[config.mk]
export PLATFORM = sky130hd
export DESIGN_NAME = pipeline_top
export DESIGN_NICKNAME = d
export VERILOG_FILES = /design/src/pipe_pkg.sv /design/src/decode_stage.sv /design/src/execute_stage.sv /design/src/fetch_stage.sv /design/src/mem_wb_stage.sv /design/src/pipeline_control.sv /design/src/pipeline_top.sv
export SDC_FILE = /design/constraint.sdc
export NUM_CORES = 1
export LEC_CHECK = 0
export BUFFER_PORTS_ARGS = -buffer_cell sky130_fd_sc_hd__buf_2
export CAP_MARGIN = 20
export CORE_MARGIN = 2
export CORE_UTILIZATION = 55
export CTS_BUF_LIST = sky130_fd_sc_hd__clkbuf_4 sky130_fd_sc_hd__clkbuf_8
export DETAILED_ROUTE_END_ITERATION = 7
export HOLD_SLACK_MARGIN = 0.08
export PLACE_DENSITY = 0.71
export SKIP_LAST_GASP = 1
export SYNTH_ARGS = -nofsm -noshare
export SYNTH_HDL_FRONTEND = slang
export SYNTH_HIERARCHICAL = 1
export SYNTH_SLANG_ARGS = --single-unit
[constraint.sdc]
create_clock -name clk -period 4.6 [get_ports clk]
set_clock_uncertainty 0.1 [all_clocks]
set_input_delay 0.23 -clock clk [delete_from_list [all_inputs] [get_ports clk]]
set_output_delay 0.23 -clock clk [all_outputs]
set_load 0.01 [all_outputs]
[src/pipe_pkg.sv]
package pipe_pkg;

  typedef logic [7:0]  pc_t;        // instruction address
  typedef logic [2:0]  reg_idx_t;   // register index
  typedef logic [19:0] instr_t;     // op | rd | rs1 | rs2 | target
  typedef logic [5:0]  ctrl_vec_t;  // stall / flush, one bit per register

  typedef enum logic [2:0] {
    op_alu    = 3'd0,
    op_load   = 3'd1,
    op_jump   = 3'd2,
    op_muldiv = 3'd3,
    op_trap   = 3'd4
  } op_e;

  // bit positions inside ctrl_vec_t
  localparam int STG_PC     = 0;
  localparam int STG_IF_ID  = 1;
  localparam int STG_ID_EX  = 2;
  localparam int STG_EX_MEM = 3;
  localparam int STG_MEM_WB = 4;
  localparam int STG_WB     = 5;  // commit of the mem/wb entry

  typedef struct packed {
    logic   valid;  // 0 means bubble
    pc_t    pc;
    instr_t instr;
  } stage_t;

  // field extraction, top down
  function automatic op_e instr_op(instr_t w);
    return op_e'(w[19:17]);
  endfunction

  function automatic reg_idx_t instr_rd(instr_t w);
    return w[16:14];
  endfunction

  function automatic reg_idx_t instr_rs1(instr_t w);
    return w[13:11];
  endfunction

  function automatic reg_idx_t instr_rs2(instr_t w);
    return w[10:8];
  endfunction

  function automatic pc_t instr_target(instr_t w);
    return w[7:0];
  endfunction

  // one pipe register step: stall holds, flush drops a bubble, else take nxt
  function automatic stage_t stage_step(stage_t cur, stage_t nxt,
                                        logic stall, logic flush);
    stage_t r;
    r = nxt;
    if (stall) begin
      r = cur;
    end else if (flush) begin
      r.valid = 1'b0;  // payload left as is, never looked at
    end
    return r;
  endfunction

endpackage

[src/decode_stage.sv]
`timescale 1ns/100ps

// field split, load-use check, id/ex register
module decode_stage import pipe_pkg::*; (
  input  logic      clk,
  input  logic      rst,
  input  ctrl_vec_t stall_i,
  input  ctrl_vec_t flush_i,
  input  stage_t    if_id_i,
  output stage_t    id_ex_o,
  output logic      load_use_valid_o
);

  stage_t   id_ex_q;
  reg_idx_t id_rs1;      // sources of the word in id
  reg_idx_t id_rs2;
  reg_idx_t ex_rd;       // dest of the word one ahead
  logic     ex_is_load;
  logic     src_match;

  assign id_rs1 = instr_rs1(if_id_i.instr);
  assign id_rs2 = instr_rs2(if_id_i.instr);
  assign ex_rd  = instr_rd(id_ex_q.instr);

  assign ex_is_load = id_ex_q.valid && (instr_op(id_ex_q.instr) == op_load);
  assign src_match  = (ex_rd == id_rs1) || (ex_rd == id_rs2);

  // load result not ready for the next word, so one bubble is needed
  assign load_use_valid_o = ex_is_load && if_id_i.valid && src_match;

  always_ff @(posedge clk) begin
    if (rst) begin
      id_ex_q.valid <= 1'b0;
    end else begin
      id_ex_q <= stage_step(id_ex_q, if_id_i, stall_i[STG_ID_EX], flush_i[STG_ID_EX]);
    end
  end

  assign id_ex_o = id_ex_q;

endmodule

[src/execute_stage.sv]
`timescale 1ns/100ps

// jump resolve, mul/div timing, ex/mem register
module execute_stage import pipe_pkg::*; #(
  parameter int unsigned MULDIV_CYCLES = 4  // 2 or more
) (
  input  logic      clk,
  input  logic      rst,
  input  ctrl_vec_t stall_i,
  input  ctrl_vec_t flush_i,
  input  stage_t    id_ex_i,
  output stage_t    ex_mem_o,
  output logic      jump_valid_o,
  output pc_t       jump_target_o,
  output logic      mul_div_valid_o
);

  localparam int CNT_W = $clog2(MULDIV_CYCLES);

  stage_t           ex_mem_q;
  op_e              ex_op;
  logic             is_muldiv;
  logic             last_cycle;  // final mul/div cycle, let it go
  logic [CNT_W-1:0] cnt_q;       // cycles spent in id/ex so far

  assign ex_op      = instr_op(id_ex_i.instr);
  assign is_muldiv  = id_ex_i.valid && (ex_op == op_muldiv);
  assign last_cycle = (cnt_q == CNT_W'(MULDIV_CYCLES - 1));

  // counter restarts whenever id/ex takes new contents
  always_ff @(posedge clk) begin
    if (rst) begin
      cnt_q <= '0;
    end else if (!stall_i[STG_ID_EX]) begin
      cnt_q <= '0;
    end else if (is_muldiv && !last_cycle) begin
      cnt_q <= cnt_q + 1'b1;
    end
  end

  assign mul_div_valid_o = is_muldiv && !last_cycle;

  // jumps always taken
  assign jump_valid_o  = id_ex_i.valid && (ex_op == op_jump);
  assign jump_target_o = instr_target(id_ex_i.instr);

  always_ff @(posedge clk) begin
    if (rst) begin
      ex_mem_q.valid <= 1'b0;
    end else begin
      ex_mem_q <= stage_step(ex_mem_q, id_ex_i, stall_i[STG_EX_MEM],
                             flush_i[STG_EX_MEM]);
    end
  end

  assign ex_mem_o = ex_mem_q;

endmodule

[src/fetch_stage.sv]
`timescale 1ns/100ps

// pc register plus if/id
module fetch_stage import pipe_pkg::*; #(
  parameter pc_t TRAP_VEC = 8'h80
) (
  input  logic      clk,
  input  logic      rst,
  input  ctrl_vec_t stall_i,
  input  ctrl_vec_t flush_i,
  input  logic      jump_valid_i,   // redirect from ex
  input  pc_t       jump_target_i,
  input  logic      trap_valid_i,   // redirect from wb
  input  instr_t    instr_i,        // imem word for pc_o
  output pc_t       pc_o,
  output stage_t    if_id_o
);

  pc_t    pc_q;
  stage_t if_d;     // candidate for if/id
  stage_t if_id_q;

  assign if_d = '{valid: 1'b1, pc: pc_q, instr: instr_i};

  // trap beats jump beats sequential
  always_ff @(posedge clk) begin
    if (rst) begin
      pc_q <= '0;
    end else if (!stall_i[STG_PC]) begin
      if (trap_valid_i) begin
        pc_q <= TRAP_VEC;
      end else if (jump_valid_i) begin
        pc_q <= jump_target_i;
      end else begin
        pc_q <= pc_q + pc_t'(1);
      end
    end
  end

  always_ff @(posedge clk) begin
    if (rst) begin
      if_id_q.valid <= 1'b0;  // only valid needs clearing
    end else begin
      if_id_q <= stage_step(if_id_q, if_d, stall_i[STG_IF_ID], flush_i[STG_IF_ID]);
    end
  end

  assign pc_o    = pc_q;
  assign if_id_o = if_id_q;

endmodule

[src/mem_wb_stage.sv]
`timescale 1ns/100ps

// mem ram wait, mem/wb register, retirement
module mem_wb_stage import pipe_pkg::*; (
  input  logic      clk,
  input  logic      rst,
  input  ctrl_vec_t stall_i,
  input  ctrl_vec_t flush_i,
  input  stage_t    ex_mem_i,
  input  logic      mem_ram_busy_i,
  output logic      ram_stall_valid_o,
  output logic      trap_valid_o,
  output logic      retire_valid_o,
  output pc_t       retire_pc_o
);

  stage_t mem_wb_q;
  logic   mem_is_load;  // load sitting in ex/mem
  logic   wb_is_trap;

  assign mem_is_load = ex_mem_i.valid && (instr_op(ex_mem_i.instr) == op_load);

  // only loads touch the data ram
  assign ram_stall_valid_o = mem_is_load && mem_ram_busy_i;

  always_ff @(posedge clk) begin
    if (rst) begin
      mem_wb_q.valid <= 1'b0;
    end else begin
      mem_wb_q <= stage_step(mem_wb_q, ex_mem_i, stall_i[STG_MEM_WB],
                             flush_i[STG_MEM_WB]);
    end
  end

  assign wb_is_trap = instr_op(mem_wb_q.instr) == op_trap;

  // commit point
  assign retire_valid_o = mem_wb_q.valid && !stall_i[STG_WB];
  assign retire_pc_o    = mem_wb_q.pc;

  // from the entry alone, keeps the path out of the stall vector
  assign trap_valid_o = mem_wb_q.valid && wb_is_trap;

endmodule

[src/pipeline_control.sv]
`timescale 1ns/100ps

// hazard ranking, pure combinational
module pipeline_control import pipe_pkg::*; (
  input  logic      ram_stall_valid_if_i,    // if ram busy
  input  logic      ram_stall_valid_mem_i,   // load waiting on mem ram
  input  logic      load_use_valid_id_i,     // load-use from id
  input  logic      jump_valid_ex_i,         // taken jump in ex
  input  logic      alu_mul_div_valid_ex_i,  // mul/div still busy in ex
  input  logic      trap_flush_valid_wb_i,   // trap retiring from wb
  output ctrl_vec_t stall_o,
  output ctrl_vec_t flush_o
);

  // stall / flush pairs, bit order {wb, mem/wb, ex/mem, id/ex, if/id, pc}
  localparam ctrl_vec_t TRAP_STALL     = 6'b000000;
  localparam ctrl_vec_t TRAP_FLUSH     = 6'b011110;  // drop everything younger
  localparam ctrl_vec_t RAM_MEM_STALL  = 6'b001111;  // freeze up to ex/mem
  localparam ctrl_vec_t RAM_MEM_FLUSH  = 6'b010000;  // bubble into mem/wb
  localparam ctrl_vec_t JUMP_STALL     = 6'b000000;
  localparam ctrl_vec_t JUMP_FLUSH     = 6'b000110;  // two wrong-path slots
  localparam ctrl_vec_t MUL_DIV_STALL  = 6'b000111;
  localparam ctrl_vec_t MUL_DIV_FLUSH  = 6'b001000;
  localparam ctrl_vec_t LOAD_USE_STALL = 6'b000011;
  localparam ctrl_vec_t LOAD_USE_FLUSH = 6'b000100;
  localparam ctrl_vec_t RAM_IF_STALL   = 6'b000011;  // hold pc and if/id
  localparam ctrl_vec_t RAM_IF_FLUSH   = 6'b000100;  // id/ex gets a bubble
  localparam ctrl_vec_t NO_HAZARD      = 6'b000000;

  // later stage wins; losers re-raise next cycle
  always_comb begin
    if (trap_flush_valid_wb_i) begin
      stall_o = TRAP_STALL;
      flush_o = TRAP_FLUSH;
    end else if (ram_stall_valid_mem_i) begin
      stall_o = RAM_MEM_STALL;
      flush_o = RAM_MEM_FLUSH;
    end else if (jump_valid_ex_i) begin
      stall_o = JUMP_STALL;
      flush_o = JUMP_FLUSH;
    end else if (alu_mul_div_valid_ex_i) begin
      stall_o = MUL_DIV_STALL;
      flush_o = MUL_DIV_FLUSH;
    end else if (load_use_valid_id_i) begin
      stall_o = LOAD_USE_STALL;
      flush_o = LOAD_USE_FLUSH;
    end else if (ram_stall_valid_if_i) begin
      // fetch word not there yet
      stall_o = RAM_IF_STALL;
      flush_o = RAM_IF_FLUSH;
    end else begin
      stall_o = NO_HAZARD;
      flush_o = NO_HAZARD;
    end
  end

endmodule

[src/pipeline_top.sv]
`timescale 1ns/100ps

module pipeline_top import pipe_pkg::*; #(
  parameter pc_t         TRAP_VEC      = 8'h80,
  parameter int unsigned MULDIV_CYCLES = 4
) (
  input  logic   clk,
  input  logic   rst,
  input  instr_t instr_i,         // imem word at pc_o
  input  logic   if_ram_busy_i,
  input  logic   mem_ram_busy_i,
  output pc_t    pc_o,
  output logic   retire_valid_o,
  output pc_t    retire_pc_o
);

  ctrl_vec_t stall;
  ctrl_vec_t flush;
  stage_t    if_id;
  stage_t    id_ex;
  stage_t    ex_mem;
  logic      load_use_valid;
  logic      jump_valid;
  pc_t       jump_target;
  logic      mul_div_valid;
  logic      ram_stall_mem;
  logic      trap_valid;

  pipeline_control i_pipeline_control (
    .ram_stall_valid_if_i   (if_ram_busy_i),
    .ram_stall_valid_mem_i  (ram_stall_mem),
    .load_use_valid_id_i    (load_use_valid),
    .jump_valid_ex_i        (jump_valid),
    .alu_mul_div_valid_ex_i (mul_div_valid),
    .trap_flush_valid_wb_i  (trap_valid),
    .stall_o                (stall),
    .flush_o                (flush)
  );

  fetch_stage #(.TRAP_VEC(TRAP_VEC)) i_fetch_stage (
    .clk, .rst, .stall_i(stall), .flush_i(flush),
    .jump_valid_i(jump_valid), .jump_target_i(jump_target),
    .trap_valid_i(trap_valid), .instr_i, .pc_o, .if_id_o(if_id)
  );

  decode_stage i_decode_stage (
    .clk, .rst, .stall_i(stall), .flush_i(flush), .if_id_i(if_id),
    .id_ex_o(id_ex), .load_use_valid_o(load_use_valid)
  );

  execute_stage #(.MULDIV_CYCLES(MULDIV_CYCLES)) i_execute_stage (
    .clk, .rst, .stall_i(stall), .flush_i(flush), .id_ex_i(id_ex),
    .ex_mem_o(ex_mem), .jump_valid_o(jump_valid),
    .jump_target_o(jump_target), .mul_div_valid_o(mul_div_valid)
  );

  mem_wb_stage i_mem_wb_stage (
    .clk, .rst, .stall_i(stall), .flush_i(flush), .ex_mem_i(ex_mem),
    .mem_ram_busy_i, .ram_stall_valid_o(ram_stall_mem),
    .trap_valid_o(trap_valid), .retire_valid_o, .retire_pc_o
  );

endmodule

==> results_dict.tcl, run 1 <==
set metrics [dict create \
    dr_total_vias 1842 \
    synth_area_um2 3290 \
    cts_setup_buffers 0 \
    setup_viol 0 \
    tightest_slew_ns 0.859 \
    cp_cell_sequence "and2_2, o211ai_1, a21oi_1, nor2_1, a221oi_1, buf_4, nor2_2, buf_4" \
    cts.repair.resized 0 \
    grt_use_total_pct 16.6 \
    finalCriticalPeriod_ns 2.40 \
    synthCells 220 \
    crit_path_end_kind "flop" \
    drt-pass1-iter-count 4 \
    p_leak_uw 0.00141 \
    core_area_um2 5850 \
    final_common_cell "edfxtp_1" \
    grt_pass1_wl_um 7780 \
    drtIter0Drc 89 \
    rsz0062_at_grt "false" \
    final_cell_mix "edfxtp_1 (72), buf_2 (40), dlygate4sd3_1 (20)" \
    cts_htree_levels 3 \
    hpwl_um 3200 \
    max_cap_viol_count 0 \
    crit_slowest_cell "edfxtp_1" \
    numCtsBuffers 9 \
    start_util_pct 56.2 \
    ir_worst_vdd_uv 287 \
    route.detailed.drc 0 \
    clkTransAtPathRegs_ns 0.09 \
    place_congestion 0.861 \
    clk_latency_ns 0.35 \
    crit_top_cell "buf_4" \
    drv_slew 0 \
    cp.arrival_ns 2.34 \
    io_pins 41 \
    die_area_um2 6620 \
    grt_max_degree 23 \
    fillers 422 \
    cp_max_fo 20 \
    nNetsFinal 301 \
    avgSynthCellArea_um2 15.0 \
    gr-total-overflow 0 \
    grt_pass1_vias 1733 \
    worstSetupStartpointType "flop" \
    tns_ns 0 \
    outcome "completed" \
    antenna_found_initial 0 \
    yosys_warnings 6 \
    clock-sinks 86 \
    cts_root_buf "clkbuf_8" \
    critPathMaxStageDelay_ns 0.42 \
    dpl.cell_count 318 \
    diodes 0 \
    fin_cells 355 \
    syn_to_final_growth_pct 17.4 \
    drtAntennaViolNets 0 \
    slew_headroom_pct 42.6 \
    hold_class "input port to flop" \
    critPathBufInv 2 \
    worstSetupPathType "flop to flop" \
    wl_per_cell_um 14.1 \
    finalWirelength_um 5000 \
    die-width_um 81.4 \
    port_buffers 40 \
    fp.dieH_um 81.4 \
    fmax_mhz 417 \
    hold_viol_final 0 \
    drive_above_1_share_pct 25.7 \
    post-route-period-util_pct 52.1 \
    critical_path.top_delay_family "simple AND/OR/NAND/NOR gates" \
    rows 28 \
    vias_per_cell 5.19 \
    cts_buffer_depth 2 \
    power.density_nw_per_um2 374 \
    tritoncts "built" \
    worst_ep_required_time_ns 4.54 \
]
sequential cells by signal, indices dropped and copies added, names as in the netlist:
| signal | count |
|---|---|
| i_mem_wb_stage/mem_wb_q | 4 |
| i_fetch_stage/if_id_o | 29 |
| i_execute_stage/cnt_q | 2 |
| i_fetch_stage/pc_o | 8 |
| i_execute_stage/ex_mem_o | 12 |
| i_decode_stage/id_ex_o | 23 |
| i_mem_wb_stage/retire_pc_o | 8 |
final timing paths:
| path | start | cells after the start | end | slack [ns] |
|---|---|---|---|---|
| worst max register to register | i_decode_stage/id_ex_o[16] | 8 | i_fetch_stage/if_id_o[8] | 2.20 |
| worst min register to register | i_execute_stage/ex_mem_o[20] | 0 | i_mem_wb_stage/retire_pc_o[0] | 0.32 |
| worst min-delay path | rst | 2 | i_fetch_stage/if_id_o[28] | 0.15 |
| worst max-delay path | i_decode_stage/id_ex_o[16] | 8 | i_fetch_stage/if_id_o[8] | 2.20 |
cell type report:
class                      count  area (um^2)  share of cell area [%]
sequential                    86         2440                    63.2
clock buffer                   9          124                    3.21
clock inverter                 7         55.1                    1.42
inverter                       4         15.0                   0.389
tap                           75         93.8                    2.43
timing repair buffer          65          445                    11.5
multi-input combinational    109          688                    17.8
routing by layer:
metal	track usage, %	up-vias	wire length, um
li1	-	915	-
met1	17.0	863	2020
met2	29.2	51	2610
met3	5.78	13	227
met4	9.15	0	136
met5	0	-	0
power breakdown:
group	total (uW)	internal, uW	switching (uW)
registers	896	880	15.6
logic	71.8	35.8	36.0
clock network	478	202	276
total	1450	1120	328
metrics by stage:
step	total power, uW	hold WS [ns]	utilization (%)	instance area [um^2]	setup slack (ns)
after floorplan	952	0.199	-	3290	1.42
after global placement	967	0.300	59.3	3470	2.20
after detailed placement	972	0.305	59.3	3470	2.08
after CTS	1460	0.138	65.8	3850	2.06
after global routing	1500	0.153	66.0	3860	1.98
final	1450	0.155	66.0	3860	2.20
timing repair:
item | 4_1_cts | 5_1_grt
hold buffers | 20 | 0
endpoints found under the setup margin | 0 | 0
endpoints found under the hold margin | 20 | 0
Note: power is estimated with default switching activity, not from simulation.
==> run 2, diff against run 1 <==
==> constraint.sdc (replaced) <==
create_clock -name clk -period 2.3 [get_ports clk]
set_clock_uncertainty 0.1 [all_clocks]
set_input_delay 0.115 -clock clk [delete_from_list [all_inputs] [get_ports clk]]
set_output_delay 0.115 -clock clk [all_outputs]
set_load 0.01 [all_outputs]
==> run 2 against run 1 <==
Effect of this change:
- the flow now finishes with violations (setup timing)
- routed wire length grew 0.94%
- cell count is 2.3% higher
- count of clock-buffer cells in the layout stayed put
- die area unchanged
- register-to-register slack got worse by 2.2 ns
- cell area grew 2.8%
- clock power is 120% higher
- critical path type unchanged
- critical endpoint is now i_fetch_stage/if_id_o[0]
- highest routed layer unchanged
==> results_dict.tcl, run 2 (same netlist as run 1, synthesis figures left out) <==
set metrics [dict create \
    max_cap_viol_count 0 \
    setup_viol 20 \
    numCtsBuffers 9 \
    start_util_pct 56.2 \
    syn_to_final_growth_pct 20.8 \
    grt_use_total_pct 17.7 \
    worstSetupStartpointType "flop" \
    power.total_uw 3010 \
    power.density_nw_per_um2 756 \
    die-width_um 81.4 \
    largest_reg_flops 29 \
    finalWorstSetupSlack_ns -0.0119 \
    worstSetupPathType "flop to flop" \
    outcome "complete, but fails checks" \
    cts_buffer_depth 2 \
    cts_htree_levels 3 \
    tightest_slew_ns 0.753 \
    vias_per_cell 5.13 \
    grt_max_degree 29 \
    r2r_setup_slack_ns -0.01 \
    worst_ep_required_time_ns 2.17 \
    fmax_mhz 433 \
    tns_ns -0.0817 \
    drt-pass1-iter-count 4 \
    post-route-period-util_pct 101 \
    drv_slew 0 \
    finalWirelength_um 5050 \
    utilization_pct 67.9 \
    antenna_found_initial 0 \
    place_congestion 0.824 \
    tritoncts "built" \
    cts_root_buf "clkbuf_8" \
    fin_cells 363 \
    violations "setup timing" \
    grt_pass1_wl_um 8430 \
    dpl.cell_count 324 \
    rows 28 \
    dr_total_vias 1864 \
    clock-sinks 86 \
    hold_class "input port to flop" \
    cp_max_fo 28 \
    drtAntennaViolNets 0 \
    finalCriticalPeriod_ns 2.31 \
    drtIter0Drc 55 \
    gr-total-overflow 0 \
    nNetsFinal 309 \
    io_pins 41 \
    p_leak_uw 0.00147 \
    core_area_um2 5850 \
    clkTransAtPathRegs_ns 0.09 \
    diodes 0 \
    fillers 397 \
    crit_path_end_kind "flop" \
    holdPathStages 6 \
    die_area_um2 6620 \
    pre_cts_ws_ns -0.0214 \
    fp.dieH_um 81.4 \
    r2r_cells 7 \
    hpwl_um 3140 \
    wl_per_cell_um 13.9 \
    route.detailed.drc 0 \
    hold_viol_final 0 \
    ir_worst_vdd_uv 480 \
    clk_latency_ns 0.35 \
    drive_above_1_share_pct 28.8 \
    cp.arrival_ns 2.19 \
    final_common_cell "edfxtp_1" \
    slew_headroom_pct 49.7 \
    final_cell_mix "edfxtp_1 (72), buf_2 (40), dlygate4sd3_1 (21)" \
    rsz0062_at_grt "true" \
    port_buffers 40 \
    grt_pass1_vias 1866 \
]
==> run 2: through the flow <==
step,instance area [um^2],hold WS (ns)
2_1_floorplan,3310,0.0841
3_3_place_gp,3520,0.192
3_5_place_dp,3520,0.193
4_1_cts,3950,0.228
5_1_grt,3970,0.303
6_report,3970,0.250
==> run 2: layout make-up <==
cell class	count	area, um^2	share of cell area, %
Clock inverter	7	81.3	2.05
Inverter	4	15.0	0.378
Clock buffer	9	124	3.12
Sequential cell	86	2440	61.5
Multi-Input combinational cell	109	717	18.0
Tap cell	75	93.8	2.36
Timing Repair Buffer	73	500	12.6
==> run 2: critical path, cell delays in order (launching register included) <==
cell	delay (ns)
edfxtp_1	0.42
and2_2	0.19
o211ai_1	0.17
a21oi_1	0.10
nor2_1	0.11
a221oi_1	0.08
buf_4	0.18
nor2_4	0.58
==> run 2: worst paths after layout <==
check                                   from                         end
setup / recovery  i_decode_stage/id_ex_o[16]    i_fetch_stage/if_id_o[0]
hold / removal                 if_ram_busy_i  i_decode_stage/id_ex_o[28]
setup reg to reg  i_decode_stage/id_ex_o[16]    i_fetch_stage/if_id_o[0]
hold reg to reg    i_fetch_stage/if_id_o[27]  i_decode_stage/id_ex_o[27]
==> run 2: where the power goes <==
part / leakage, uW / switching (uW) / internal [uW]
clock network: 0.0000940 / 546 / 514
logic: 0.000566 / 75.3 / 78.6
registers: 0.000807 / 30.6 / 1760
==> run 2: what timing repair did <==
| item | 4_1_cts | 5_1_grt |
|---|---|---|
| hold buffers | 21 | 0 |
| gates resized for setup | 0 | 4 |
| endpoints found under the setup margin | 30 | 35 |
| endpoints found under the hold margin | 26 | 0 |
| buffers inserted | 1 | 1 |
| pin swaps | 1 | 1 |
==> run 2: routing by layer <==
layer  vias up  GRT usage, %  part of all wire, %
li1        934             -                    -
met1       883          20.2                   41
met2        41          30.2                   54
met3         6          5.44                  3.8
met4         0          8.81                  1.2
met5         -             0                    0
==> run 3, diff against run 2 <==
--- a/config.mk
+++ b/config.mk
@@ -12,6 +12,7 @@
 export CTS_BUF_LIST = sky130_fd_sc_hd__clkbuf_4 sky130_fd_sc_hd__clkbuf_8
 export DETAILED_ROUTE_END_ITERATION = 7
 export HOLD_SLACK_MARGIN = 0.08
+export MAX_ROUTING_LAYER = met4
 export PLACE_DENSITY = 0.71
 export SKIP_LAST_GASP = 1
 export SYNTH_ARGS = -nofsm -noshare
==> run 3 against run 2 <==
Effect of this change:
- total power is essentially flat
- combinational power is essentially flat
- largest cell class unchanged
- global-route usage grew 0.33 points
- the flow still finishes with violations (setup timing)
- critical endpoint unchanged
- utilization grew 0.11 points
==> results_dict.tcl, run 3 (same netlist as run 1, synthesis figures left out) <==
set metrics [dict create \
    rr_startpoint "i_decode_stage/id_ex_o[16]" \
    post-route-period-util_pct 101 \
    tightest_slew_ns 0.763 \
    crit_path_end_kind "flop" \
    drtAntennaViolNets 0 \
    grt_pass1_wl_um 8380 \
    p_leak_uw 0.00147 \
    use_met1_pct 20.1 \
    final_common_cell "edfxtp_1" \
    hpwl_um 3140 \
    slew_headroom_pct 49.0 \
    finalCriticalPeriod_ns 2.32 \
    finalInstanceArea_um2 3980 \
    cp_cell_sequence "and2_2, o211ai_1, a21oi_1, nor2_1, a221oi_1, buf_4, nor2_4" \
    wl_per_cell_um 13.9 \
    worst_ep_required_time_ns 2.18 \
    clkPwrFrac_pct 35.2 \
    dr_total_vias 1876 \
    drt-pass1-iter-count 4 \
    hold_viol_final 0 \
    start_util_pct 56.2 \
    ir_worst_vdd_uv 490 \
    port_buffers 40 \
    grt_use_total_pct 18.0 \
    rows 28 \
    drive_above_1_share_pct 29.2 \
    tritoncts "built" \
    utilization_pct 68.0 \
    largest_reg_flops 29 \
    use_met2_pct 30.2 \
    grt_pass1_vias 1877 \
    syn_to_final_growth_pct 21.0 \
    hold_class "input port to flop" \
    finalWirelength_um 5050 \
    route.detailed.drc 0 \
    reg2reg_to "i_fetch_stage/if_id_o[0]" \
    die-width_um 81.4 \
    min_from "if_ram_busy_i" \
    busiest_layer "met2" \
    hold_ws_ns 0.255 \
    power.density_nw_per_um2 755 \
    place_congestion 0.836 \
    critPathMaxStageDelay_ns 0.58 \
    finalWorstSetupSlack_ns -0.0207 \
    holdPathStages 6 \
    dpl.cell_count 324 \
    postPlaceCellArea_um2 3520 \
    max_cap_viol_count 0 \
    cp_max_fo 28 \
    seq_power_share_pct 59.6 \
    cts_htree_levels 3 \
    die_area_um2 6620 \
    io_pins 41 \
    vias_per_cell 5.17 \
    final_cell_mix "edfxtp_1 (72), buf_2 (40), dlygate4sd3_1 (21)" \
    gr-total-overflow 0 \
    r2r_cells 7 \
    violations "setup timing" \
    switchingPower_uw 652 \
    cp.arrival_ns 2.20 \
    worstSetupPathType "flop to flop" \
    outcome "complete, but fails checks" \
    numCtsBuffers 9 \
    pre_cts_ws_ns -0.0214 \
    fmax_mhz 431 \
    fin_cells 363 \
    rsz0062_at_grt "true" \
    p_int_uw 2350 \
    fp.dieH_um 81.4 \
    clkTransAtPathRegs_ns 0.09 \
    clk_latency_ns 0.35 \
    combPwrFrac_pct 5.2 \
    nNetsFinal 309 \
    switching_share_pct 21.7 \
    clock-sinks 86 \
    setup_viol 27 \
    cts_buffer_depth 2 \
    diodes 0 \
    grt_max_degree 29 \
    drtIter0Drc 50 \
    antenna_found_initial 0 \
    grt_use_met3_pct 5.33 \
    r2r_setup_slack_ns -0.02 \
    min_to "i_decode_stage/id_ex_o[28]" \
    drv_slew 0 \
    crit_slowest_cell "nor2_4" \
    worstSetupStartpointType "flop" \
    core_area_um2 5850 \
    cts_root_buf "clkbuf_8" \
]
## run 3: cell types whose count changed in the layout (fill, tap and decap cells not counted)
cell / previous run / this run
a21oi_1: 13 / 14
nor2_1: 18 / 17
a21oi_2: 1 / 0
xnor2_2: 1 / 2
xnor2_1: 4 / 3
nor2_2: 2 / 3
## run 3: area by class of cell
cell class | count | area, um^2
Timing Repair Buffer | 73 | 500
Tap cell | 75 | 93.8
Fill cell | 394 | 1870
Inverter | 4 | 15.0
Clock inverter | 7 | 81.3
Clock buffer | 9 | 124
Sequential cell | 86 | 2440
Multi-Input combinational cell | 109 | 723
## run 3: worst max-delay path: cells and delay by family, from the launching register on
kind | cells | cell delay [ns]
AND/OR/NAND/NOR | 3 | 0.88
flip-flops | 1 | 0.42
AO/OA/AOI/OAI | 3 | 0.36
buffers and inverters | 1 | 0.18
## run 3: power groups by stage
stage	logic [uW]	clock network (uW)	registers [uW]
5_1_grt	172	1160	1800
3_5_place_dp	122	0	1830
2_1_floorplan	87.3	0	1820
6_report	155	1060	1790
4_1_cts	151	1090	1790
3_3_place_gp	118	0	1820
## run 3: per-stage QoR
stage          TNS (ns)  power (uW)
3_5_place_dp     -0.541        1950
2_1_floorplan         0        1910
4_1_cts          -0.302        3030
6_report         -0.317        3010
5_1_grt           -5.16        3130
3_3_place_gp          0        1940
## run 3: how the worst max path moves through the flow
stage	startpoint	slack [ns]	end	cells after the start
after detailed placement	i_decode_stage/id_ex_o[16]	-0.02	i_fetch_stage/if_id_o[6]	7
final	i_decode_stage/id_ex_o[16]	-0.02	i_fetch_stage/if_id_o[0]	7
after floorplan	i_decode_stage/id_ex_o[18]	0.03	i_fetch_stage/pc_o[4]	9
after CTS	i_decode_stage/id_ex_o[16]	-0.02	i_fetch_stage/pc_o[5]	10
after global routing	i_decode_stage/id_ex_o[16]	-0.18	i_fetch_stage/if_id_o[0]	7
after global placement	i_decode_stage/id_ex_o[16]	0.04	i_fetch_stage/if_id_o[5]	7
## run 3: routing by layer
layer	wire length, um	vias up
li1	-	933
met1	2030	897
met2	2800	39
met3	169	7
met4	61	0
met5	0	-
## run 3: what timing repair did
item,4_1_cts,5_1_grt
resized for setup,0,5
hold endpoints to repair,26,0
pin swaps,1,1
endpoints found under the setup margin,30,35
hold buffers,21,0
setup buffers,1,1
